$ cat src/datapath_cfg.svh
`ifndef DATAPATH_CFG_SVH
`define DATAPATH_CFG_SVH

// Width of the shared bus and of every register.
`define DATA_WIDTH 32

// Number of general registers.
`define REG_COUNT 16

// Width of the ALU function select.
`define OPCODE_WIDTH 5

`endif

$ cat src/datapath_pkg.sv
`include "datapath_cfg.svh"

package datapath_pkg;

    typedef logic [`DATA_WIDTH-1:0] word_t;
    typedef logic [2*`DATA_WIDTH-1:0] dword_t;
    typedef logic [`REG_COUNT-1:0] regSel_t;
    typedef logic [`OPCODE_WIDTH-1:0] opcode_t;

    // ALU function codes.
    localparam opcode_t OP_ADD  = 5'b00011;
    localparam opcode_t OP_SUB  = 5'b00100;
    localparam opcode_t OP_SHR  = 5'b00101;
    localparam opcode_t OP_SHRA = 5'b00110;
    localparam opcode_t OP_SHL  = 5'b00111;
    localparam opcode_t OP_ROR  = 5'b01000;
    localparam opcode_t OP_ROL  = 5'b01001;
    localparam opcode_t OP_AND  = 5'b01010;
    localparam opcode_t OP_OR   = 5'b01011;
    localparam opcode_t OP_MUL  = 5'b01111;
    localparam opcode_t OP_DIV  = 5'b10000;
    localparam opcode_t OP_NEG  = 5'b10001;
    localparam opcode_t OP_NOT  = 5'b10010;

    // Which unit currently drives the bus.
    typedef enum logic [2:0] {
        SRC_NONE, SRC_REG, SRC_PC, SRC_ZHIGH, SRC_ZLOW, SRC_HI, SRC_LO, SRC_MDR
    } busSrc_t;

endpackage

$ cat src/controlRegs.sv
`timescale 1ns/1ns
`include "datapath_cfg.svh"

module controlRegs (
    input  logic                Clock,
    input  logic                rstN,
    input  datapath_pkg::word_t bus,
    input  logic                pcIn,
    input  logic                irIn,
    input  logic                hiIn,
    input  logic                loIn,
    output datapath_pkg::word_t pcData,
    output datapath_pkg::word_t irValue,
    output datapath_pkg::word_t hiData,
    output datapath_pkg::word_t loData
);

    // The PC has no counter of its own.
    // It advances when Z low, holding PC plus one, is written back.
    always_ff @(posedge Clock) begin
        if (!rstN) begin
            pcData  <= '0;
            irValue <= '0;
            hiData  <= '0;
            loData  <= '0;
        end else begin
            if (pcIn) begin
                pcData <= bus;
            end
            if (irIn) begin
                irValue <= bus;
            end
            // HI and LO take the two halves of a multiply or divide.
            if (hiIn) begin
                hiData <= bus;
            end
            if (loIn) begin
                loData <= bus;
            end
        end
    end

endmodule

$ cat config.mk
export PLATFORM = sky130hd
export DESIGN_NAME = controlRegs
export DESIGN_NICKNAME = d
export VERILOG_FILES = /design/src/datapath_pkg.sv /design/src/controlRegs.sv
export VERILOG_INCLUDE_DIRS = /design/src /design/src/src
export SDC_FILE = /design/constraint.sdc
export NUM_CORES = 1
export LEC_CHECK = 0
export BUFFER_PORTS_ARGS = -buffer_cell sky130_fd_sc_hd__buf_2
export CAP_MARGIN = 5
export CORE_MARGIN = 1.5
export CORE_UTILIZATION = 35
export DETAILED_ROUTE_END_ITERATION = 10
export SLEW_MARGIN = 10
export SYNTH_ARGS = -nofsm -noshare
export SYNTH_HDL_FRONTEND = slang
export SYNTH_SLANG_ARGS = --single-unit
$ cat constraint.sdc
create_clock -name Clock -period 0.8 [get_ports Clock]
set_input_delay 0.04 -clock Clock [delete_from_list [all_inputs] [get_ports Clock]]
set_output_delay 0.04 -clock Clock [all_outputs]
set_load 0.005 [all_outputs]
==> results.yml <==
global_route:
  grt_max_degree: 74
  grt_pass1_wl_um: 18500
  grt_pass1_vias: 3567
  grt.overflow.total: 0
  antenna_found_initial: 0
  track_usage_pct: 16.3
synthesis:
  syn_avg_cell_area_um2: 12.1
  syn_inst: 414
  syn_nets: 452
  synth_sequential_area_ratio_pct: 51.3
  ys_types: 7
  syn_area_um2: 5000
  ys_ff_latch: 128
  yosysWarnings: 0
worst_setup_path:
  cp-start-kind: "register"
  critPathSlowestCell: "dfxtp_2"
  critPathMaxFanout: 2
  cpPeakStageDelay_ns: 0.35
  end_kind: "output port"
  path_cells: "buf_6"
  rr_worst_depth: 3
  critPathKind: "register to output port"
  r2r_end: "irValue[27]$_SDFFE_PN0P_"
  arrival_ns: 0.86
  r2r-start: "irValue[27]$_SDFFE_PN0P_"
  cp_num_buf_inv: 1
  crit_required_ns: 0.76
  crit_end: "pcData[25]"
  cp_top_family: "flip-flops"
  r2r_slack_ns: 0.04
  cp.depth: 1
  crit_start: "pcData[25]$_SDFFE_PN0P_"
timing:
  fmax_ghz: 1.11
  skew_ns: 0
  timing.slew.headroom_pct: 83.3
  setup_slack_ns: -0.102
  final-setup-viol-count: 128
  finalCriticalPeriod_ns: 0.902
  hold_viol: 0
  rsz0062_at_grt: "true"
  slew_viol_final: 0
  period_share_pct: 113
  tightest_slew_ns: 0.250
routing:
  ant_nets: 0
  highest_layer: "met4"
  routed_wl_um: 12200
  drc: 0
  drtIter0Drc: 105
  dr_total_vias: 3636
  first_pass_iters: 4
  wl_met3_um: 973
  routedWlPerCell_um: 14.9
  avgViaCountPerCell: 4.44
  dr_wl_met2_um: 5630
  wl_met1_um: 5290
floorplan:
  row_count: 43
  die_h_um: 123
  ios: 166
  start_util_pct: 35.9
  die_area_um2: 15000
  placeableCoreArea_um2: 13900
  die_x_um: 123
layout:
  area_delta_synth_final_pct: 49.6
  final_cell_mix: "mux2i_1 (128), nor2b_1 (128), dfxtp_2 (128), buf_2 (92), buf_6 (73)"
  drive_above_1_share_pct: 54.4
  utilization_pct: 53.7
  fillers: 1204
  nets: 664
  antennaDiodeCount: 0
  finish.instance_area_um2: 7480
pwr:
  p_total_mw: 16.0
  vdd_drop_max_v: 0.00114
  leakagePower_nw: 3.53
  power.density_nw_per_um2: 2140
clock_network:
  clk_path_buf_depth: 2
  cts_tree: "done"
  cts.sinks: 128
  cts_max_level: 4
  clockRootBuffer: "clkbuf_16"
  insertion_delay_ns: 0.41
  numCtsBuffers: 17
  clk_pin_slew_ns: 0.06
hold_path:
  hold_path_class: "primary input to register"
placed_design:
  portBuffers: 165
  dpl_cell_area_um2: 5910
  hpwlAfterDp_um: 7890
  gp_congestion: 0.679
job:
  maxCapViolCount: 0
outcome:
  violations: "negative setup slack"
  status: "finished, violations left"
[Yosys cell counts]
cell,number,area share (%)
buf_12,12,4.8
buf_2,13,1.3
buf_6,4,0.90
clkbuf_1,1,0.075
dfxtp_1,128,51
mux2i_1,128,26
nor2b_1,128,16
[sequential cells by signal, indices dropped and copies added, names as in the netlist]
name	flops
pcData	32
loData	32
hiData	32
irValue	32
[cell families (layout without fill, tap and decap cells)]
group	count (synthesis)	after routing	share of synthesized area (%)
buffers and inverters	30	254	7.08
flip-flops	128	128	51.3
multiplexers	128	128	25.6
AND/OR/NAND/NOR	128	128	16.0
[metrics by stage]
step	setup TNS (ns)	setup slack, ns	std cells	hold WS [ns]
detailed placement	-0.127	-0.0288	741	0.359
global placement	0	0.00503	741	0.348
floorplan	0	0.172	414	0.209
CTS	-13.23	-0.119	813	0.107
finish	-10.57	-0.102	818	0.122
global route	-14.61	-0.136	818	0.123
[per-layer routing]
layer	track usage, %	up-vias
li1	-	1794
met1	19.3	1708
met2	25.7	114
met3	6.92	20
met4	7.27	0
met5	0	-
[where the power goes]
part           switching [mW]  internal (mW)
combinational           0.831           1.26
sequential              0.242           6.85
clock                    2.61           4.22
total                    3.68           12.3
[cell type report]
class / count / area [um2] / share of cell area, %
Clock inverter: 7 / 35.0 / 0.468
Clock buffer: 24 / 492 / 6.57
Tap cell: 180 / 225 / 3.01
Multi-Input combinational cell: 256 / 2080 / 27.8
Sequential cell: 128 / 2720 / 36.4
Timing Repair Buffer: 223 / 1920 / 25.7
[how the worst min path moves through the flow]
stage                     startpoint                       end  slack (ns)  cells after the start
after global placement       bus[13]   hiData[13]$_SDFFE_PN0P_        0.35                      3
after detailed placement     bus[15]  irValue[15]$_SDFFE_PN0P_        0.36                      3
after floorplan               bus[0]    hiData[0]$_SDFFE_PN0P_        0.21                      2
final                           rstN    loData[7]$_SDFFE_PN0P_        0.12                      3
after CTS                       rstN    loData[7]$_SDFFE_PN0P_        0.11                      3
after global routing            rstN    loData[6]$_SDFFE_PN0P_        0.12                      3
[timing repair]
item | CTS | global route
hold buffers | 32 | 0
endpoints found under the hold margin | 128 | 0
endpoints found under the setup margin | 128 | 128
setup buffers | 9 | 5
resized for setup | 166 | 35
Note: power is estimated with default switching activity, not from simulation.
