## src/datapath_cfg.svh

```systemverilog
`ifndef DATAPATH_CFG_SVH
`define DATAPATH_CFG_SVH

// Width of the shared bus and of every register.
`define DATA_WIDTH 32

// Number of general registers.
`define REG_COUNT 16

// Width of the ALU function select.
`define OPCODE_WIDTH 5

`endif

```

## src/datapath_pkg.sv

```systemverilog
`include "datapath_cfg.svh"

package datapath_pkg;

    typedef logic [`DATA_WIDTH-1:0] word_t;
    typedef logic [2*`DATA_WIDTH-1:0] dword_t;
    typedef logic [`REG_COUNT-1:0] regSel_t;
    typedef logic [`OPCODE_WIDTH-1:0] opcode_t;

    // ALU function codes.
    localparam opcode_t OP_ADD  = 5'b00011;
    localparam opcode_t OP_SUB  = 5'b00100;
    localparam opcode_t OP_SHR  = 5'b00101;
    localparam opcode_t OP_SHRA = 5'b00110;
    localparam opcode_t OP_SHL  = 5'b00111;
    localparam opcode_t OP_ROR  = 5'b01000;
    localparam opcode_t OP_ROL  = 5'b01001;
    localparam opcode_t OP_AND  = 5'b01010;
    localparam opcode_t OP_OR   = 5'b01011;
    localparam opcode_t OP_MUL  = 5'b01111;
    localparam opcode_t OP_DIV  = 5'b10000;
    localparam opcode_t OP_NEG  = 5'b10001;
    localparam opcode_t OP_NOT  = 5'b10010;

    // Which unit currently drives the bus.
    typedef enum logic [2:0] {
        SRC_NONE, SRC_REG, SRC_PC, SRC_ZHIGH, SRC_ZLOW, SRC_HI, SRC_LO, SRC_MDR
    } busSrc_t;

endpackage

```

## src/memInterface.sv

```systemverilog
`timescale 1ns/1ns
`include "datapath_cfg.svh"

module memInterface (
    input  logic                Clock,
    input  logic                rstN,
    input  datapath_pkg::word_t bus,
    input  datapath_pkg::word_t mDataIn,
    input  logic                read,
    input  logic                mdrIn,
    input  logic                marIn,
    output datapath_pkg::word_t mdrData,
    output datapath_pkg::word_t marValue
);

    datapath_pkg::word_t mdrNext;

    // Memory data during a read cycle, otherwise the bus.
    assign mdrNext = read ? mDataIn : bus;

    always_ff @(posedge Clock) begin
        if (!rstN) begin
            mdrData  <= '0;
            marValue <= '0;
        end else begin
            if (mdrIn) begin
                mdrData <= mdrNext;
            end
            if (marIn) begin
                marValue <= bus;
            end
        end
    end

endmodule

```

## config.mk

```make
export PLATFORM = sky130hd
export DESIGN_NAME = memInterface
export DESIGN_NICKNAME = d
export VERILOG_FILES = /design/src/datapath_pkg.sv /design/src/memInterface.sv
export VERILOG_INCLUDE_DIRS = /design/src /design/src/src
export SDC_FILE = /design/constraint.sdc
export NUM_CORES = 1
export LEC_CHECK = 0
export BUFFER_PORTS_ARGS = -buffer_cell sky130_fd_sc_hd__buf_2
export CAP_MARGIN = 20
export CORE_MARGIN = 2
export CORE_UTILIZATION = 45
export CTS_CLUSTER_DIAMETER = 40
export DETAILED_ROUTE_END_ITERATION = 12
export PLACE_DENSITY = 0.77
export SYNTH_ARGS = -nofsm -noshare
export SYNTH_HDL_FRONTEND = slang
export SYNTH_SLANG_ARGS = --single-unit
```

## constraint.sdc

```tcl
create_clock -name Clock -period 0.81 [get_ports Clock]
set_clock_uncertainty 0.05 [all_clocks]
set_input_delay 0.0405 -clock Clock [delete_from_list [all_inputs] [get_ports Clock]]
set_output_delay 0.0405 -clock Clock [all_outputs]
set_load 0.03 [all_outputs]
```

==> impl_metrics.csv <==
group,metric,value,unit
critical_path,cp-end-kind,"primary output",
worst_hold_path,timing.hold.worst.class,"in2reg",
synth,synth_top_area_share,48.67,%
global_routing,number_of_antenna_violations_at_the_first_check_in_global_routing,0,
placement,routabilityCongestion,0.7715,
cells_and_area,fin_area,0.004712,mm²
critical_path,crit_fanout,2,
power,seq_power_share,43.0,%
die,core-area,0.005574,mm²
cells_and_area,proportion_of_layout_cells_with_a_drive_suffix_above_1,50.68,%
global_routing,globalRouteTotalUtil,30.03,%
routing,post_drt_via_cell_ratio,5.130,
routing,wl_per_cell,18.32,µm
sta,rsz0062_at_grt,"yes",
critical_path,cell_chain_critical_path,"buf_6",
routing,final_antenna_net_count,0,
synth,synth.yosys.seq_area_share,48.67,%
critical_path,critPathArrivalTime,0.82,ns
synth,yosysTopAreaCell,"sky130_fd_sc_hd__dfxtp_1",
cts,clock_latency,0.32,ns
cts,cts.path.max_buffers,2,
power,cellPowerDensity,1763,mW/mm²
routing,route.final.wire_length,9415,µm
sta,relSlewSlack,84.22,%
routing,detail_route.iter0.violations,71,
critical_path,critical_path_required,0.72,ns
synth,synth_cell_types,12,
cells_and_area,area_growth_syn_to_layout,78.99,%
status,failed_checks,"setup timing",
synth,synth-warning-count,0,
critical_path,cpMaxStageDelayCell,"sky130_fd_sc_hd__dfxtp_2",
sta,final_critical_path_setup_slack,-0.09822,ns
critical_path,crit_path_max_incr_delay,0.35,ns
placement,place_area,0.003342,mm²
cts,cts_tree,"done",
cts,clkSlewWorstSetupHoldPaths,0.08,ns
sta,max_clock_freq,1.101,GHz
die,area_of_the_die,0.006478,mm²
critical_path,critPathKind,"reg2out",
cts,clock_sink_count,64,
placement,port_buffers,132,
cells_and_area,layout.nets,507,
power,netSwitchingPower,2.380,mW
synth,async_flop_share,0,%
synth,synth.area.top_cells,"sky130_fd_sc_hd__dfxtp_1, sky130_fd_sc_hd__mux2i_1, sky130_fd_sc_hd__nor2b_1",
sta,slew_violations,0,
critical_path,cp_num_buf_inv,1,
sta,period_needed,0.9082,ns
global_routing,wire_length_of_the_first_global_routing_pass,14430,µm
global_routing,first_global_vias,2891,
global_routing,grt_max_degree,37,
power,cellInternalPower,5.926,mW
routing,num_vias,2637,
sta,period_share,112.1,%
synth,synth_top_flop_cell,"sky130_fd_sc_hd__dfxtp_1",
power,power.combinational.fraction,24.9,%
cts,numCtsBuffers,9,
global_routing,grt_overflow_total,0,
sta,worst_slew_pin_slew,0.2301,ns
routing,pre_antenna_drt_iters,4,
cts,htree_num_levels,3,
die,initial_core_util,47.23,%
critical_path,crit_family,"flip-flops",
routing,drc,0,
synth,synth_top_cells_by_count,"sky130_fd_sc_hd__dfxtp_1, sky130_fd_sc_hd__mux2i_1, sky130_fd_sc_hd__a21oi_1, sky130_fd_sc_hd__nor2b_1, sky130_fd_sc_hd__o21ai_0",
die,die_h,80.49,µm
placement,dp_slack,-0.05338,ns
power,irDropWorstVdd,0.001373,V
critical_path,cp-start-kind,"flop",
synth,synth.ff_latch_count,64,
synth,synthesis.area,0.002633,mm²
sta,fin_setup_tns,-4.937,ns
die,num_rows,27,
flow_run,drv.max_cap_violation_count,0,
die,floorplan.io_pins,133,
synth,synth.net_count,315,
synth,post_synth.cell_area_avg,10.70,µm²
sta,hold_violations,0,
power,leak,2.193,nW
power,sw_frac_of_total,28.65,%
cells_and_area,antenna-diode-count,0,
synth,synth-edff-count,0,
placement,hpwl,4512,µm
power,share_clk_of_total_power,32.1,%
sta,worst_hold_slack,0.09166,ns
sta,report.final.setup_viol,66,
status,run_status,"complete, but fails checks",
cts,root_buffer,"sky130_fd_sc_hd__clkbuf_8",
die,chip_width,80.49,µm
synth,cell_count_after_synthesis,246,
[what timing repair did]
action | CTS | global route
setup buffers | 3 | 4
hold buffers | 64 | 0
hold endpoints to repair | 64 | 0
pin swaps | 0 | 5
gates cloned | 0 | 0
gates resized for setup | 191 | 14
endpoints found under the setup margin | 64 | 78
[power groups by stage]
stage / sequential (mW) / combinational, mW / clock [mW]
CTS: 3.55 / 1.96 / 2.69
global placement: 3.52 / 1.43 / 0
global route: 3.58 / 2.18 / 2.88
detailed placement: 3.53 / 1.46 / 0
finish: 3.57 / 2.07 / 2.67
floorplan: 3.95 / 0.546 / 0
[per-stage QoR]
step	instances	util (%)	power, mW
finish	514	84.53	8.305
global route	514	84.53	8.641
CTS	518	83.79	8.199
detailed placement	436	59.96	4.981
global placement	436	59.96	4.950
floorplan	246	-	4.491
[cells in the final DEF (no fill, tap or decap), drive strengths merged]
cell	n
dfxtp	64
nor2b	32
dlygate4sd3	62
dlymetal6s4s	2
clkbuf	11
mux2i	64
buf	139
bufinv	1
clkinv	3
o21ai	32
a21oi	32
[worst paths after layout]
check	cells past startpoint	end	start	slack (ns)
max	1	marValue[7]	marValue[7]$_SDFFE_PN0P_	-0.1
min	3	mdrData[9]$_SDFFE_PN0P_	mdrIn	0.09
max reg2reg	3	mdrData[9]$_SDFFE_PN0P_	mdrData[9]$_SDFFE_PN0P_	0
min reg2reg	2	mdrData[23]$_SDFFE_PN0P_	mdrData[23]$_SDFFE_PN0P_	0.47
[final cells by class]
| class | instances | area (µm²) |
|---|---|---|
| fill | 310 | 862.1 |
| clock inverter | 4 | 45.04 |
| clock buffer | 11 | 141.4 |
| sequential | 64 | 1361 |
| multi-input combinational | 160 | 1204 |
| timing repair buffer | 203 | 1871 |
| tap | 72 | 90.09 |
[sequential cells by signal (all words and copies together), names as in the netlist]
register / flops
mdrData: 32
marValue: 32
[kinds of logic after synthesis]
kind of cell	synth area share (%)
mux	24.33
simple gates	7.604
flops	48.67
buf+inv	7.224
compound gates	12.17
[layer usage]
metal | GRT usage, % | part of all wire, %
met5 | 0 | 0
met4 | 19.66 | 4.7
met3 | 8.539 | 6.0
met2 | 55.00 | 54
met1 | 29.05 | 35
Power figures use the tool's default switching activity.
