**src/datapath_cfg.svh**
```systemverilog
`ifndef DATAPATH_CFG_SVH
`define DATAPATH_CFG_SVH

// Width of the shared bus and of every register.
`define DATA_WIDTH 32

// Number of general registers.
`define REG_COUNT 16

// Width of the ALU function select.
`define OPCODE_WIDTH 5

`endif

```
**src/datapath_pkg.sv**
```systemverilog
`include "datapath_cfg.svh"

package datapath_pkg;

    typedef logic [`DATA_WIDTH-1:0] word_t;
    typedef logic [2*`DATA_WIDTH-1:0] dword_t;
    typedef logic [`REG_COUNT-1:0] regSel_t;
    typedef logic [`OPCODE_WIDTH-1:0] opcode_t;

    // ALU function codes.
    localparam opcode_t OP_ADD  = 5'b00011;
    localparam opcode_t OP_SUB  = 5'b00100;
    localparam opcode_t OP_SHR  = 5'b00101;
    localparam opcode_t OP_SHRA = 5'b00110;
    localparam opcode_t OP_SHL  = 5'b00111;
    localparam opcode_t OP_ROR  = 5'b01000;
    localparam opcode_t OP_ROL  = 5'b01001;
    localparam opcode_t OP_AND  = 5'b01010;
    localparam opcode_t OP_OR   = 5'b01011;
    localparam opcode_t OP_MUL  = 5'b01111;
    localparam opcode_t OP_DIV  = 5'b10000;
    localparam opcode_t OP_NEG  = 5'b10001;
    localparam opcode_t OP_NOT  = 5'b10010;

    // Which unit currently drives the bus.
    typedef enum logic [2:0] {
        SRC_NONE, SRC_REG, SRC_PC, SRC_ZHIGH, SRC_ZLOW, SRC_HI, SRC_LO, SRC_MDR
    } busSrc_t;

endpackage

```
**src/registerFile.sv**
```systemverilog
`timescale 1ns/1ns
`include "datapath_cfg.svh"

module registerFile (
    input  logic                  Clock,
    input  logic                  rstN,
    input  datapath_pkg::word_t   bus,
    input  datapath_pkg::regSel_t regIn,
    output datapath_pkg::word_t   regData [`REG_COUNT]
);

    datapath_pkg::word_t regs [`REG_COUNT];

    // Each register has its own load strobe, so several can take the bus at once.
    always_ff @(posedge Clock) begin
        if (!rstN) begin
            for (int i = 0; i < `REG_COUNT; i++) begin
                regs[i] <= '0;
            end
        end else begin
            for (int i = 0; i < `REG_COUNT; i++) begin
                if (regIn[i]) begin
                    regs[i] <= bus;
                end
            end
        end
    end

    always_comb begin
        for (int i = 0; i < `REG_COUNT; i++) begin
            regData[i] = regs[i];
        end
    end

endmodule
```
**config.mk**
```make
export PLATFORM = sky130hd
export DESIGN_NAME = registerFile
export DESIGN_NICKNAME = d
export VERILOG_FILES = /design/src/datapath_pkg.sv /design/src/registerFile.sv
export VERILOG_INCLUDE_DIRS = /design/src /design/src/src
export SDC_FILE = /design/constraint.sdc
export NUM_CORES = 1
export LEC_CHECK = 0
export BUFFER_PORTS_ARGS = -buffer_cell sky130_fd_sc_hd__buf_4
export CORE_AREA = 3 3 217 219
export CTS_BUF_LIST = sky130_fd_sc_hd__clkbuf_8 sky130_fd_sc_hd__clkbuf_16
export DETAILED_ROUTE_END_ITERATION = 16
export DIE_AREA = 0 0 220 222
export PLACE_DENSITY = 0.62
export SYNTH_ARGS = -nofsm -noshare
export SYNTH_HDL_FRONTEND = slang
export SYNTH_SLANG_ARGS = --single-unit
```
**constraint.sdc**
```tcl
create_clock -name Clock -period 1.95 [get_ports Clock]
set_input_delay 0.2925 -clock Clock [delete_from_list [all_inputs] [get_ports Clock]]
set_output_delay 0.2925 -clock Clock [all_outputs]
set_load 0.02 [all_outputs]
```
==> flow_summary.toml, run 1 <==
[setup_path]
path_delay_family = "flip-flops"
crit_start = "regs[1][225]"
crit_required_ns = 1.66
arrival_ns = 1.18
crit_cells = 1
worst-path-buf-inv = 1
cpPeakStageDelay_ns = 0.41
path_class = "register to output port"
crit_fanout = 1
critPathCapture = "regData[1]"
crit_path_end_kind = "output port"
cp_cell_sequence = "buf_4"
cp-start-kind = "register"
cp_slowest_cell = "edfxtp_1"

[sta]
relSlewSlack = 0.487
rsz0062_at_grt = "no"
layout_min_cycle_time_ns = 1.47
max_freq_ghz = 0.680
setup-tns-final_ns = 0
finalHoldViolations = 0
worstMarginPinSlew_ns = 0.770
slew_violations = 0
worst_slack_ns = 0.479
post-route-period-util = 0.754
finalSetupViolCount = 0

[routing]
ant_nets = 0
vias = 10800
drc = 0
drt-total-wl_microns = 53800
dr.pass1.iters = 4
wl_per_cell_microns = 24.8
drtIter0Drc = 876
via_per_inst = 4.98

[clock_tree]
cts_tree = "yes"
cts_buffers = 51
clock_path_buffers = 3
cts.sinks = 512
clk_pin_slew_worst_paths_ns = 0.06
htreeDepth = 2
root_buffer = "clkbuf_16"
cts_resized = 0
ctsHoldBuffers = 0
cts_setup_buffers = 0

[power_and_ir_drop]
p_leak_nw = 11.3
p_per_area_nw_per_um2 = 1100
irDropWorstVdd_v = 0.000774

[logic_synthesis]
yosys-top-cells-area = "edfxtp_1, and3_1, clkbuf_1"
synth_area_sq_um = 18100
synth_top_area_frac = 0.849
avgSynthCellArea_sq_um = 18.4
syn_nets = 1032
yosysUniqueCellTypes = 8
syn_inst = 982
synth_area_leader_cell = "edfxtp_1"
synth-seq-cells = 512
ys_seq_area_frac = 0.849
ys_warn_count = 0

[layout]
fin_nets = 1577
final_cell_mix = "buf_4, edfxtp_1, and3_1"
largest_reg_flops = 512
fin_util = 0.549
nFillCells = 3600
drive_above_1_share = 0.441
area_growth_pct = 37.3
final_common_cell = "buf_4"
top_register = "regs"
reg_top3 = "regs (512)"

[floorplan]
die_x_microns = 220
die_height_microns = 222
core_area_sq_um = 45300
die_area_sq_um = 48800
num_rows = 78
start_util = 0.400
ios = 562

[placed_design]
hpwl_microns = 38400
pre_cts_ws_ns = 0.337
port_buffers = 561
gp_congestion = 0.795

[grt]
grt_use_total = 0.214
overflow = 0
grt_pass1_vias = 10900
grt_pass1_wl_microns = 76500
antenna_found_initial = 1
grt_max_degree = 85

[flow_run]
max-cap-violations = 0

[min_path]
hold_depth = 2
min_path_type = "primary input to register"

[status]
status = "complete, no violations"
==> cells by family (layout without fill, tap and decap cells) <==
group / after synthesis / count (layout) / synth area share
buffers and inverters: 102 / 686 / 0.0238
DFF: 512 / 512 / 0.849
other: 0 / 4 / 0
and+or+nand+nor: 368 / 368 / 0.127
==> metrics by stage <==
stage | total power (W) | hold slack [ns] | instances | area (sq um)
finish | 0.0274 | 0.0725 | 2170 | 24900
global route | 0.0284 | 0.0664 | 2166 | 24900
CTS | 0.0277 | 0.0343 | 2166 | 24900
detailed placement | 0.0175 | 0.664 | 2074 | 23100
global placement | 0.0175 | 0.660 | 2074 | 23100
floorplan | 0.0154 | 0.515 | 982 | 18100
==> worst min-delay path by stage <==
| stage | end | slack [ns] | startpoint |
|---|---|---|---|
| 3_5_place_dp | regs[0][242] | 0.66 | regIn[7] |
| 5_1_grt | regs[0][245] | 0.07 | regIn[7] |
| 3_3_place_gp | regs[0][245] | 0.66 | regIn[7] |
| 4_1_cts | regs[0][242] | 0.03 | regIn[7] |
| 2_1_floorplan | regs[0][170] | 0.52 | bus[10] |
| 6_report | regs[0][242] | 0.07 | regIn[7] |
==> cells in the mapped netlist <==
| cell type | instances |
|---|---|
| buf_2 | 35 |
| and3_1 | 320 |
| clkbuf_2 | 3 |
| edfxtp_1 | 512 |
| or2b_1 | 1 |
| and2_1 | 32 |
| clkbuf_1 | 64 |
| nand2b_1 | 15 |
==> final cells by class <==
| type | count | area, sq um | share of cell area |
|---|---|---|---|
| sequential | 512 | 15400 | 0.618 |
| timing repair buffer | 594 | 4640 | 0.187 |
| multi-input combinational | 368 | 2340 | 0.0941 |
| clock buffer | 51 | 1280 | 0.0513 |
| tap | 600 | 751 | 0.0302 |
| clock inverter | 41 | 479 | 0.0193 |
| antenna | 4 | 10.0 | 0.000402 |
==> per-layer routing <==
metal | vias up | routed length, microns | track usage
met4 | 0 | 947 | 0.0465
li1 | 4840 | - | -
met1 | 5432 | 20500 | 0.264
met5 | - | 0 | 0
met3 | 62 | 5870 | 0.0828
met2 | 476 | 26500 | 0.359
==> where the power goes <==
| group | total, W | switching [W] | internal, W |
|---|---|---|---|
| registers | 0.0134 | 0.000300 | 0.0131 |
| clock network | 0.0102 | 0.00411 | 0.00610 |
| logic | 0.00380 | 0.00241 | 0.00140 |
| total | 0.0274 | 0.00682 | 0.0206 |
(Power assumes the default switching activity.)
==> inputs of run 2 (changes only) <==
==> constraint.sdc (replaced) <==
create_clock -name Clock -period 1.51 [get_ports Clock]
set_input_delay 0.2265 -clock Clock [delete_from_list [all_inputs] [get_ports Clock]]
set_output_delay 0.2265 -clock Clock [all_outputs]
set_load 0.02 [all_outputs]
==> flow_summary.toml, run 2 (synthesized netlist as in run 1, its figures left out) <==
[clock_tree]
cts_tree = "yes"
cts_buffers = 50
cts.sinks = 512
htreeDepth = 2
cts_setup_buffers = 0
root_buffer = "clkbuf_16"
clk_pin_slew_worst_paths_ns = 0.07
clock_path_buffers = 3

[power_and_ir_drop]
p_leak_nw = 11.3
p_per_area_nw_per_um2 = 1370
irDropWorstVdd_v = 0.000958
total_power_w = 0.0340

[layout]
fin_area_sq_um = 24800
final_common_cell = "buf_4"
fin_util = 0.548
final_cell_mix = "buf_4, edfxtp_1, and3_1"
area_growth_pct = 37.0
top_register = "regs"
drive_above_1_share = 0.433
fin_nets = 1584
largest_reg_flops = 512
finish.cell_count_without_fillers = 2173
reg_top3 = "regs (512)"

[setup_path]
cpPeakStageDelay_ns = 0.44
worst-path-buf-inv = 1
crit_start = "regs[1][27]"
crit_path_end_kind = "output port"
cp_slowest_cell = "edfxtp_1"
path_delay_family = "flip-flops"
cp-start-kind = "register"
critPathCapture = "regData[251]"
path_class = "register to output port"
crit_required_ns = 1.28
cp_cell_sequence = "buf_4"
crit_fanout = 1
arrival_ns = 1.22
crit_cells = 1

[min_path]
min_path_type = "primary input to register"

[floorplan]
core_area_sq_um = 45300
die_height_microns = 222
ios = 562
die_x_microns = 220
start_util = 0.400
die_area_sq_um = 48800
num_rows = 78

[placed_design]
gp_congestion = 0.799
dpl.cell_count = 2081
hpwl_microns = 38400
place_area_sq_um = 23300
port_buffers = 561

[routing]
dr.pass1.iters = 5
drt-total-wl_microns = 53900
ant_nets = 0
drc = 0
drtIter0Drc = 919
vias = 11000
via_per_inst = 5.06
wl_per_cell_microns = 24.8

[flow_run]
max-cap-violations = 0

[sta]
relSlewSlack = 0.737
finalSetupViolCount = 0
max_freq_ghz = 0.692
worstMarginPinSlew_ns = 0.394
layout_min_cycle_time_ns = 1.45
slew_violations = 0
finalHoldViolations = 0
post-route-period-util = 0.957
rsz0062_at_grt = "no"
hold-worst-slack_ns = 0.0430

[grt]
grt_use_total = 0.215
grt_max_degree = 78
grt_pass1_vias = 10900
antenna_found_initial = 5
overflow = 0
grt_pass1_wl_microns = 76700

[status]
status = "complete, no violations"
run 2: layout make-up:
type,instances,area [sq um]
diodes,6,15.0
clock buffers,51,1280
clock inverters,34,244
fillers,3566,20500
multi-input cells,368,2340
flip-flops and latches,512,15400
well taps,600,751
repair buffers,602,4820
run 2: power breakdown:
| part | internal, W | leakage, nW | switching, W |
|---|---|---|---|
| combinational | 0.00185 | 5.04 | 0.00309 |
| sequential | 0.0170 | 5.47 | 0.000414 |
| clock | 0.00659 | 0.793 | 0.00505 |
run 2: metrics by stage:
stage	TNS, ns	worst slack, ns
finish	0	0.0649
detailed placement	0	0.108
CTS	0	0.0216
floorplan	-14.67	-0.0318
global route	0	0.0255
global placement	0	0.132
run 2: metal layers:
layer  track usage  wire, microns
met5             0              0
met4        0.0544           1150
met1         0.278          21000
met2         0.352          26100
met3        0.0706           5700
run 2: what timing repair did:
| action | CTS | global route |
|---|---|---|
| hold endpoints to repair | 3 | 0 |
| hold buffers | 1 | 0 |
| resized for setup | 0 | 0 |
run 2: worst min path at each step:
stage          slack, ns      endpoint       from  depth (start not counted)
4_1_cts             0.01   regs[1][96]  regIn[11]                          2
2_1_floorplan       0.45  regs[0][170]    bus[10]                          1
5_1_grt             0.01   regs[1][18]   regIn[8]                          2
3_5_place_dp        0.62  regs[1][179]  regIn[13]                          2
3_3_place_gp        0.61  regs[1][179]  regIn[13]                          2
6_report            0.04   regs[1][17]   regIn[8]                          2
