File: src/datapath_cfg.svh
`ifndef DATAPATH_CFG_SVH
`define DATAPATH_CFG_SVH

// Width of the shared bus and of every register.
`define DATA_WIDTH 32

// Number of general registers.
`define REG_COUNT 16

// Width of the ALU function select.
`define OPCODE_WIDTH 5

`endif

File: src/datapath_pkg.sv
`include "datapath_cfg.svh"

package datapath_pkg;

    typedef logic [`DATA_WIDTH-1:0] word_t;
    typedef logic [2*`DATA_WIDTH-1:0] dword_t;
    typedef logic [`REG_COUNT-1:0] regSel_t;
    typedef logic [`OPCODE_WIDTH-1:0] opcode_t;

    // ALU function codes.
    localparam opcode_t OP_ADD  = 5'b00011;
    localparam opcode_t OP_SUB  = 5'b00100;
    localparam opcode_t OP_SHR  = 5'b00101;
    localparam opcode_t OP_SHRA = 5'b00110;
    localparam opcode_t OP_SHL  = 5'b00111;
    localparam opcode_t OP_ROR  = 5'b01000;
    localparam opcode_t OP_ROL  = 5'b01001;
    localparam opcode_t OP_AND  = 5'b01010;
    localparam opcode_t OP_OR   = 5'b01011;
    localparam opcode_t OP_MUL  = 5'b01111;
    localparam opcode_t OP_DIV  = 5'b10000;
    localparam opcode_t OP_NEG  = 5'b10001;
    localparam opcode_t OP_NOT  = 5'b10010;

    // Which unit currently drives the bus.
    typedef enum logic [2:0] {
        SRC_NONE, SRC_REG, SRC_PC, SRC_ZHIGH, SRC_ZLOW, SRC_HI, SRC_LO, SRC_MDR
    } busSrc_t;

endpackage

File: src/busMux.sv
`timescale 1ns/1ns
`include "datapath_cfg.svh"

module busMux (
    input  datapath_pkg::regSel_t regOut,
    input  logic                  pcOut,
    input  logic                  zHighOut,
    input  logic                  zLowOut,
    input  logic                  hiOut,
    input  logic                  loOut,
    input  logic                  mdrOut,
    input  datapath_pkg::word_t   regData [`REG_COUNT],
    input  datapath_pkg::word_t   pcData,
    input  datapath_pkg::dword_t  zData,
    input  datapath_pkg::word_t   hiData,
    input  datapath_pkg::word_t   loData,
    input  datapath_pkg::word_t   mdrData,
    output datapath_pkg::word_t   bus
);

    localparam int IdxWidth = $clog2(`REG_COUNT);

    datapath_pkg::busSrc_t src;
    logic [IdxWidth-1:0]   regIdx;

    // Priority encode the out strobes.
    always_comb begin
        src = datapath_pkg::SRC_NONE;
        regIdx = '0;
        if (mdrOut) begin
            src = datapath_pkg::SRC_MDR;
        end else if (zLowOut) begin
            src = datapath_pkg::SRC_ZLOW;
        end else if (zHighOut) begin
            src = datapath_pkg::SRC_ZHIGH;
        end else if (pcOut) begin
            src = datapath_pkg::SRC_PC;
        end else if (hiOut) begin
            src = datapath_pkg::SRC_HI;
        end else if (loOut) begin
            src = datapath_pkg::SRC_LO;
        end else if (|regOut) begin
            src = datapath_pkg::SRC_REG;
            // Scan downward so the lowest index wins.
            for (int i = `REG_COUNT - 1; i >= 0; i--) begin
                if (regOut[i]) begin
                    regIdx = IdxWidth'(i);
                end
            end
        end
    end

    always_comb begin
        case (src)
            datapath_pkg::SRC_REG:   bus = regData[regIdx];
            datapath_pkg::SRC_PC:    bus = pcData;
            datapath_pkg::SRC_ZHIGH: bus = zData[2*`DATA_WIDTH-1:`DATA_WIDTH];
            datapath_pkg::SRC_ZLOW:  bus = zData[`DATA_WIDTH-1:0];
            datapath_pkg::SRC_HI:    bus = hiData;
            datapath_pkg::SRC_LO:    bus = loData;
            datapath_pkg::SRC_MDR:   bus = mdrData;
            default:                 bus = '0;
        endcase
    end

endmodule

File: config.mk
export PLATFORM = sky130hd
export DESIGN_NAME = busMux
export DESIGN_NICKNAME = d
export VERILOG_FILES = /design/src/datapath_pkg.sv /design/src/busMux.sv
export VERILOG_INCLUDE_DIRS = /design/src /design/src/src
export SDC_FILE = /design/constraint.sdc
export NUM_CORES = 1
export LEC_CHECK = 0
export BUFFER_PORTS_ARGS = -buffer_cell sky130_fd_sc_hd__buf_2
export CORE_AREA = 3 3 294 296
export DETAILED_ROUTE_END_ITERATION = 12
export DIE_AREA = 0 0 297 299
export GPL_TIMING_DRIVEN = 0
export SYNTH_ARGS = -nofsm -noshare
export SYNTH_HDL_FRONTEND = slang
export SYNTH_SLANG_ARGS = --single-unit
File: constraint.sdc
create_clock -name vclk -period 4.1
set_clock_uncertainty 0.1 [all_clocks]
set_input_delay 0.41 -clock vclk [all_inputs]
set_output_delay 0.41 -clock vclk [all_outputs]
set_load 0.05 [all_outputs]
==> results by group, run 1 <==
Timing
  – Hold Vio Cnt, Final: 0
  – Tmin final: around 4.2 ns
  – Final count of pins violating max slew: 0
  – Max-Slew Margin vs Limit: a little over a quarter
  – Worst hold margin: approximately 1.2 ns
  – Worst setup margin: -0.1383 ns
  – Fmax: ~0.24 GHz
  – Final worst path period share: 103.4%
  – Final setup violation count: 1
  – RSZ-0062 raised after global routing: yes
  – Slew @ Worst Pin: 1.093 ns

Synth
  – Sequential area share after synthesis: 0%
  – Multiplexer area fraction after synthesis: between 10% and 20%
  – Post-synth top area share: roughly 24%
  – Unique cell type count in the Yosys netlist: 59
  – Syn avg cell area: ~5.6 um2
  – XOR/XNOR share of the synthesized area: 0%
  – Adder-cell share of the synthesized area: 0%
  – Commonest cells post-synth: nand2_1 (409), nand3_1 (138), mux2i_1 (81)
  – Synthesized area: 0.006296 mm2
  – Largest cells by area after synthesis: nand2_1 (24%), mux2i_1 (13%), nand3_1 (11%)
  – Synth Instances: approximately 1100
  – Ys Warns: 0
  – Largest family of logic cells by synthesized area: simple AND/OR/NAND/NOR gates
  – Simple-gate area share of the yosys netlist: about 43%
  – Synth Area in Compound Gates: a little over a third
  – Most numerous cell in the Yosys netlist: nand2_1
  – Mapped Nets: 1848
  – Dominant cell type by area after synthesis: nand2_1

Placed design
  – Gpl congestion: between 0.9 and 1
  – HPWL after detailed placement: approximately 76 mm
  – PortBufs: 757

Status
  – Violated checks: negative setup slack
  – Status: complete, but fails checks

Routing
  – Iter 0 DRT Violations: between 1000 and 1500
  – Total number of vias: 12920
  – Met2 wire len: about 39 mm
  – DRC: 0
  – 1st-pass router iterations: 7
  – Via density: ~4.2
  – M1 wire length: about 38 mm
  – Post-route ant nets: 0
  – Final WL: ~86 mm
  – Wire per inst: between 20 and 30 um
  – Met3 Wirelength: 5.597 mm
  – DR top layer: met5

Floorplanning
  – Row cnt: about 110
  – IO Pins: between 700 and 800
  – Die height: about 300 um
  – Width of the die: roughly 300 um
  – Full die area: ~0.09 mm2
  – Starting Density: under 10%
  – Core area: around 0.084 mm2

Layout
  – Number of fill cells: roughly 10000
  – Clkbuf count: 0
  – Reg area: 0 um2
  – Num sequential: 0
  – Layout cells sized above 1: approximately 50%
  – Nets: around 2600
  – P&R area growth vs syn: 102.0%

Pwr
  – Total Power: 1.219 mW
  – Leakage: just over 6 nW
  – Power Dens Cells: ~96 mW/mm2
  – VDD IR max: 0.00004908 V

Critical path
  – CP Cell Sequence: buf_6 -> or4_4 -> or3_4 -> nor3_4 -> buf_6 -> nand2_2 -> mux2i_1 -> mux2i_1 -> a222oi_1 -> o21ai_1 -> buf_6
  – Critical path class: primary input to output pin
  – CP arrival: about 3.7 ns
  – Crit-path slowest cell: a222oi_1
  – CP Max Fanout: 7
  – Top cell by count, worst path: buf_6
  – Crit path required time: 3.59 ns
  – Startpoint types: primary input
  – Worst Setup End Kind: output pin
  – CP peak stage delay: around 0.9 ns

Min path
  – Min-delay worst type: primary input to output pin
  – Worst hold endpoint: bus[30]
  – Worst min-delay path startpoint: regData[62]
  – Hold path cells: 4

GRT
  – Largest net degree at the start of global routing: 12
  – Vias in the first global route: between 10000 and 15000
  – Initial antenna violation count: 45
  – Total global-route track usage: between 15 and 20%
  – GRT overflow: 0
  – First-pass GRT wire length: about 110 mm

Run
  – Max cap viols: 0
==> metrics by stage <==
step | instances | TNS, ns | area (um2) | worst slack, ns | utilization (%)
2_1_floorplan | 1122 | 0 | 6296 | 0.009278 | -
3_3_place_gp | 3013 | -33.34 | 11500 | -2.051 | 13.72
3_5_place_dp | 3013 | -33.93 | 11500 | -1.604 | 13.73
4_1_cts | 3026 | -0.06183 | 12410 | -0.04001 | 14.80
5_1_grt | 3049 | -0.3446 | 12710 | -0.1905 | 15.16
6_report | 3053 | -0.1383 | 12720 | -0.1383 | 15.17
==> kinds of logic after synthesis <==
| family | after synthesis |
|---|---|
| simple gates | 628 |
| buf+inv | 109 |
| mux | 82 |
| compound gates | 303 |
==> layout make-up <==
| type | count | area, um2 | area share, % |
|---|---|---|---|
| tap | 1134 | 1419 | 11.16 |
| inverter | 3 | 11.26 | 0.08854 |
| multi-input combinational | 1013 | 6462 | 50.81 |
| antenna | 17 | 42.54 | 0.3345 |
| buffer | 102 | 633.1 | 4.978 |
| timing repair buffer | 784 | 4150 | 32.63 |
==> power by group <==
part,internal [mW],switching [mW],total (mW)
clock network,0.000000322,0,0.000000322
logic,0.497,0.722,1.22
registers,0,0,0
==> per-layer routing <==
metal | vias up | global-route usage, %
li1 | 5759 | -
met5 | - | 0
met4 | 22 | 6.071
met3 | 173 | 2.339
met2 | 880 | 29.71
met1 | 6082 | 24.15
==> worst max-delay path, delay by kind of cell <==
| family | cells | cell delay (ns) |
|---|---|---|
| buffers and inverters | 3 | 0.49 |
| multiplexers | 2 | 0.30 |
| AO/OA/AOI/OAI | 2 | 1.17 |
| AND/OR/NAND/NOR | 4 | 1.34 |
==> cells in the final DEF (no fill, tap or decap), types with 13 or more instances in the layout <==
cell / instances
clkbuf_4: 13
a31oi_1: 31
a22oi_1: 30
clkbuf_2: 21
a211oi_1: 14
o221ai_4: 15
buf_2: 763
a221oi_1: 42
nor2_1: 14
nand3_1: 138
clkbuf_1: 25
diode_2: 17
nand2_1: 404
buf_4: 36
mux2i_1: 74
a21oi_1: 42
o21ai_0: 30
==> worst max path at each step <==
stage	start	endpoint	slack (ns)	cells after the start
2_1_floorplan	mdrOut	bus[0]	0.009	11
3_3_place_gp	regOut[2]	bus[8]	-2.05	11
3_5_place_dp	regOut[2]	bus[8]	-1.60	11
4_1_cts	hiOut	bus[9]	-0.04	12
5_1_grt	pcOut	bus[9]	-0.19	11
6_report	pcOut	bus[9]	-0.14	11
==> what timing repair did <==
action                     CTS  global route
setup buffers               13            13
pin swaps                   13            18
cloned                       1             0
resized for setup          165            61
hold buffers                 0             0
setup endpoints to repair   32            31
No activity file was read; power rests on OpenSTA's default activity.
==> run 2, diff against run 1 <==
--- a/config.mk
+++ b/config.mk
@@ -7,10 +7,13 @@
 export NUM_CORES = 1
 export LEC_CHECK = 0
 export BUFFER_PORTS_ARGS = -buffer_cell sky130_fd_sc_hd__buf_2
-export CORE_AREA = 3 3 294 296
+export CELL_PAD_IN_SITES_DETAIL_PLACEMENT = 0
+export CELL_PAD_IN_SITES_GLOBAL_PLACEMENT = 2
+export CORE_AREA = 3 3 298 300
 export DETAILED_ROUTE_END_ITERATION = 12
-export DIE_AREA = 0 0 297 299
+export DIE_AREA = 0 0 301 303
 export GPL_TIMING_DRIVEN = 0
+export PLACE_DENSITY_LB_ADDON = 0.1
 export SYNTH_ARGS = -nofsm -noshare
 export SYNTH_HDL_FRONTEND = slang
 export SYNTH_SLANG_ARGS = --single-unit
==> results by group, run 2 (synthesized netlist as in run 1, its figures left out) <==
Routing
  – Iter 0 DRT Violations: approximately 620
  – Final WL: ~84 mm
  – Post-route ant nets: 0
  – 1st-pass router iterations: 5
  – Total number of vias: 12030
  – Wire per inst: approximately 27 um
  – DRC: 0
  – Via density: around 3.9

Pwr
  – Power Dens Cells: approximately 91 mW/mm2
  – Switching Share: around 57%
  – Comb pwr share: 100.0%
  – Net switching power: between 0.6 and 0.7 mW
  – Seq pwr share: 0%
  – Leakage: 5.973 nW
  – Pint: roughly 0.49 mW
  – Clock power frac: 0%
  – VDD IR max: between 0.00002 and 0.00003 V

Layout
  – Area of the multi-input gates: between 0.006 and 0.007 mm2
  – P&R area growth vs syn: 98.81%
  – Most common cell after layout, fill and taps aside: buf_2
  – Number of fill cells: 10390
  – Reg area: 0 um2
  – Num sequential: 0
  – Post-Layout Cell Count: just over 3000
  – Clkbuf count: 0
  – Nets: about 2600
  – Layout cells sized above 1: roughly half
  – Most frequent cells in the layout: buf_2 (769), nand2_1 (406), nand3_1 (138)

Placed design
  – Gpl congestion: roughly 0.8
  – Cells after DPL: between 3000 and 4000
  – PortBufs: ~760
  – HPWL after detailed placement: 75.14 mm

GRT
  – GRT busiest layer: met2
  – First-pass GRT wire length: ~110 mm
  – Vias in the first global route: 12870
  – Largest net degree at the start of global routing: 11
  – Met2 Track Usage GR: around 32%
  – Global Route met3 Usage: 4.086%
  – Initial antenna violation count: between 40 and 50
  – Total global-route track usage: about 17%
  – GRT overflow: 0
  – Grt met1 use: about a fifth

Min path
  – Worst min-delay path startpoint: regData[118]
  – Worst hold endpoint: bus[22]
  – Hold path cells: 4
  – Min-delay worst type: primary input to output pin

Timing
  – Final worst path period share: just under 100%
  – Tmin final: a little over 4 ns
  – Max-Slew Margin vs Limit: 28.96%
  – Worst hold margin: 1.227 ns
  – Hold Vio Cnt, Final: 0
  – RSZ-0062 raised after global routing: yes
  – Slew @ Worst Pin: around 1.1 ns
  – Final setup violation count: 0
  – Final count of pins violating max slew: 0
  – Fmax: roughly 0.25 GHz

Floorplanning
  – Die height: about 300 um
  – Starting Density: 7.280%
  – Width of the die: 301 um
  – Full die area: approximately 0.091 mm2
  – Core area: a little under 0.09 mm2
  – IO Pins: about 760
  – Row cnt: ~110

Critical path
  – Critical path class: primary input to output pin
  – Crit path required time: ~3.6 ns
  – CP arrival: 3.56 ns
  – Startpoint types: primary input
  – CP Max Fanout: 10
  – Worst Setup End Kind: output pin

Run
  – Max cap viols: 0

Status
  – Status: complete, no violations
[run 2: area by class of cell]
cell class	instances	area share, %
timing repair buffer	771	31.52
inverter	3	0.08996
tap	1155	11.55
buffer	105	4.998
antenna	25	0.4998
multi-input combinational	1013	51.35
[run 2: metrics by stage]
step | worst slack (ns) | instance area [um2] | utilization (%) | TNS [ns] | power [mW]
6_report | 0.03165 | 12520 | 14.47 | 0 | 1.140
5_1_grt | -0.06139 | 12490 | 14.44 | -0.2098 | 1.233
4_1_cts | -0.0005427 | 12220 | 14.13 | -0.0005427 | 1.135
3_5_place_dp | -1.651 | 11530 | 13.33 | -34.08 | 1.074
3_3_place_gp | -1.646 | 11530 | 13.33 | -34.67 | 1.076
2_1_floorplan | 0.009278 | 6296 | - | 0 | 0.4401
[run 2: worst max-delay path by stage]
stage / start / to / cells after the start
floorplan: mdrOut / bus[0] / 11
global placement: hiOut / bus[5] / 10
detailed placement: hiOut / bus[5] / 10
CTS: regOut[8] / bus[16] / 12
global route: pcOut / bus[6] / 10
finish: pcOut / bus[26] / 11
[run 2: worst max-delay path: stages]
cell	delay [ns]
buf_2	0.12
or4_4	0.57
or3_4	0.43
nor2_4	0.28
o21ai_4	0.14
buf_4	0.19
clkbuf_2	0.26
o221ai_1	0.38
a31oi_1	0.14
a221oi_1	0.30
clkbuf_4	0.31
[run 2: power groups by stage]
| stage | sequential [mW] | combinational, mW | clock, mW |
|---|---|---|---|
| finish | 0 | 1.14 | 0.000000820 |
| global route | 0 | 1.23 | 0.000000491 |
| CTS | 0 | 1.14 | 0 |
| detailed placement | 0 | 1.07 | 0 |
| global placement | 0 | 1.08 | 0 |
| floorplan | 0 | 0.440 | 0 |
[run 2: metal layers]
metal	up-vias	share of wire (%)
met5	-	0.12
met4	18	0.98
li1	5759	-
met2	475	52
met1	5718	41
met3	56	5.9
[run 2: what timing repair did]
action	CTS	global route
resized for setup	139	59
buffers inserted	9	5
pin swaps	8	8
hold buffers	0	0
endpoints found under the setup margin	32	31
==> run 3, diff against run 2 <==
--- a/config.mk
+++ b/config.mk
@@ -12,8 +12,10 @@
 export CORE_AREA = 3 3 298 300
 export DETAILED_ROUTE_END_ITERATION = 12
 export DIE_AREA = 0 0 301 303
+export GPL_ROUTABILITY_DRIVEN = 0
 export GPL_TIMING_DRIVEN = 0
 export PLACE_DENSITY_LB_ADDON = 0.1
+export SETUP_SLACK_MARGIN = 0.05
 export SYNTH_ARGS = -nofsm -noshare
 export SYNTH_HDL_FRONTEND = slang
 export SYNTH_SLANG_ARGS = --single-unit
==> results by group, run 3 (synthesized netlist as in run 1, its figures left out) <==
Layout
  – Nets: 2626
  – Most common cell after layout, fill and taps aside: buf_2
  – Area of the multi-input gates: 0.006502 mm2
  – Number of fill cells: 10360
  – Clkbuf count: 0
  – Num sequential: 0
  – Post-layout util: between 10 and 15%
  – Post-Layout Cell Count: just over 3000
  – Layout cells sized above 1: around 51%
  – Most frequent cells in the layout: buf_2 (766), nand2_1 (405), nand3_1 (138)
  – Reg area: 0 um2
  – P&R area growth vs syn: 101.2%

Min path
  – Hold path cells: 4
  – Worst hold endpoint: bus[27]
  – Min-delay worst type: primary input to output pin
  – Worst min-delay path startpoint: regData[123]

GRT
  – Met2 Track Usage GR: approximately a third
  – Total global-route track usage: between 10% and 20%
  – Global Route met3 Usage: between 3 and 4%
  – GRT busiest layer: met2
  – Vias in the first global route: approximately 13000
  – GRT overflow: 0
  – Grt met1 use: a little over a fifth
  – Largest net degree at the start of global routing: 11
  – First-pass GRT wire length: between 100 and 150 mm
  – Initial antenna violation count: 40

Timing
  – Final worst path period share: a little over nine tenths
  – Final setup violation count: 0
  – RSZ-0062 raised after global routing: yes
  – Setup TNS: 0 ns
  – Slew @ Worst Pin: about 1.0 ns
  – Fmax: roughly 0.25 GHz
  – Max-Slew Margin vs Limit: roughly 32%
  – Tmin final: about 4 ns
  – Worst setup margin: around 0.11 ns
  – Worst hold margin: around 1.2 ns
  – Final count of pins violating max slew: 0
  – Hold Vio Cnt, Final: 0

Pwr
  – VDD IR max: about 0.000025 V
  – Leakage: between 6 and 7 nW
  – Power Dens Cells: about 90 mW/mm2

Floorplanning
  – Row cnt: approximately 110
  – Full die area: 0.09120 mm2
  – Core area: 0.08648 mm2
  – IO Pins: around 760
  – Starting Density: under 10%
  – Die height: 303 um
  – Width of the die: about 300 um

Routing
  – 1st-pass router iterations: 5
  – Iter 0 DRT Violations: approximately 560
  – Total number of vias: between 10000 and 15000
  – Final WL: between 80 and 90 mm
  – Post-route ant nets: 0
  – DRC: 0
  – Wire per inst: between 20 and 30 um
  – Via density: 3.950

Critical path
  – Startpoint types: primary input
  – CP arrival: 3.48 ns
  – Crit path required time: between 3 and 4 ns
  – Critical path class: primary input to output pin
  – Crit-path slowest cell: or4_4
  – CP top delay family: simple AND/OR/NAND/NOR gates
  – CP Max Fanout: 10
  – Worst path buffer plus inverter count: 5
  – Top cell by count, worst path: buf_12
  – Worst Setup End Kind: output pin
  – CP Cell Sequence: buf_2 -> or4_4 -> or3_1 -> buf_4 -> nor3_4 -> and2_4 -> buf_12 -> buf_12 -> mux2i_4 -> o221ai_4 -> a31oi_1 -> a21oi_1 -> buf_6
  – CP peak stage delay: 0.55 ns

Status
  – Status: complete, no violations

Placed design
  – Worst slack, placed: -1.577 ns
  – Cells after DPL: roughly 3000
  – HPWL after detailed placement: 75.11 mm
  – PortBufs: between 700 and 800

Run
  – Max cap viols: 0

Clocking
  – Post-CTS Hold Fix Bufs: 0
## run 3: changes by cell type in the layout (fill, tap and decap cells not counted), sizes merged
cell	previous run	this run
clkbuf	65	63
buf	811	819
diode	25	12
## run 3: what timing repair did
action | in CTS | in global routing
buffers inserted | 10 | 7
resized for setup | 168 | 39
pin swaps | 7 | 7
setup endpoints to repair | 32 | 32
hold endpoints to repair | 0 | 0
## run 3: how the worst max path moves through the flow
stage                     cells past startpoint  endpoint  slack, ns       start
after global routing                         13   bus[17]       0.03       hiOut
after detailed placement                     10    bus[2]      -1.58  regOut[12]
after global placement                        9    bus[2]      -2.18  regOut[12]
after floorplan                              11   bus[23]      0.009      mdrOut
after CTS                                    13   bus[17]       0.05       hiOut
final                                        13   bus[17]       0.11       hiOut
## run 3: tightest hold or removal path: cells and delay by family
family	cells	cell delay, ns
compound gates	2	0.19
buf+inv	2	0.31
## run 3: cell type report
cell class	instances	share of cell area [%]
multi-input combinational	1013	51.34
timing repair buffer	776	31.71
tap	1155	11.41
buffer	106	5.206
antenna	12	0.2371
inverter	3	0.08892
## run 3: metrics by stage
stage,total power [mW],instance area [um2]
2_1_floorplan,0.4483,6371
3_3_place_gp,1.082,11600
3_5_place_dp,1.081,11620
4_1_cts,1.157,12440
5_1_grt,1.239,12650
6_report,1.141,12660
## run 3: power breakdown
group / internal [mW] / leakage [nW] / switching, mW / total [mW]
Sequential: 0 / 0 / 0 / 0
Clock: 0.000000393 / 0.0000761 / 0 / 0.000000393
Combinational: 0.491 / 6.06 / 0.650 / 1.14
## run 3: layer usage
layer	part of all wire (%)	up-vias
li1	-	5756
met1	41	5767
met2	52	496
met5	0.13	-
met4	1.1	18
met3	5.7	71
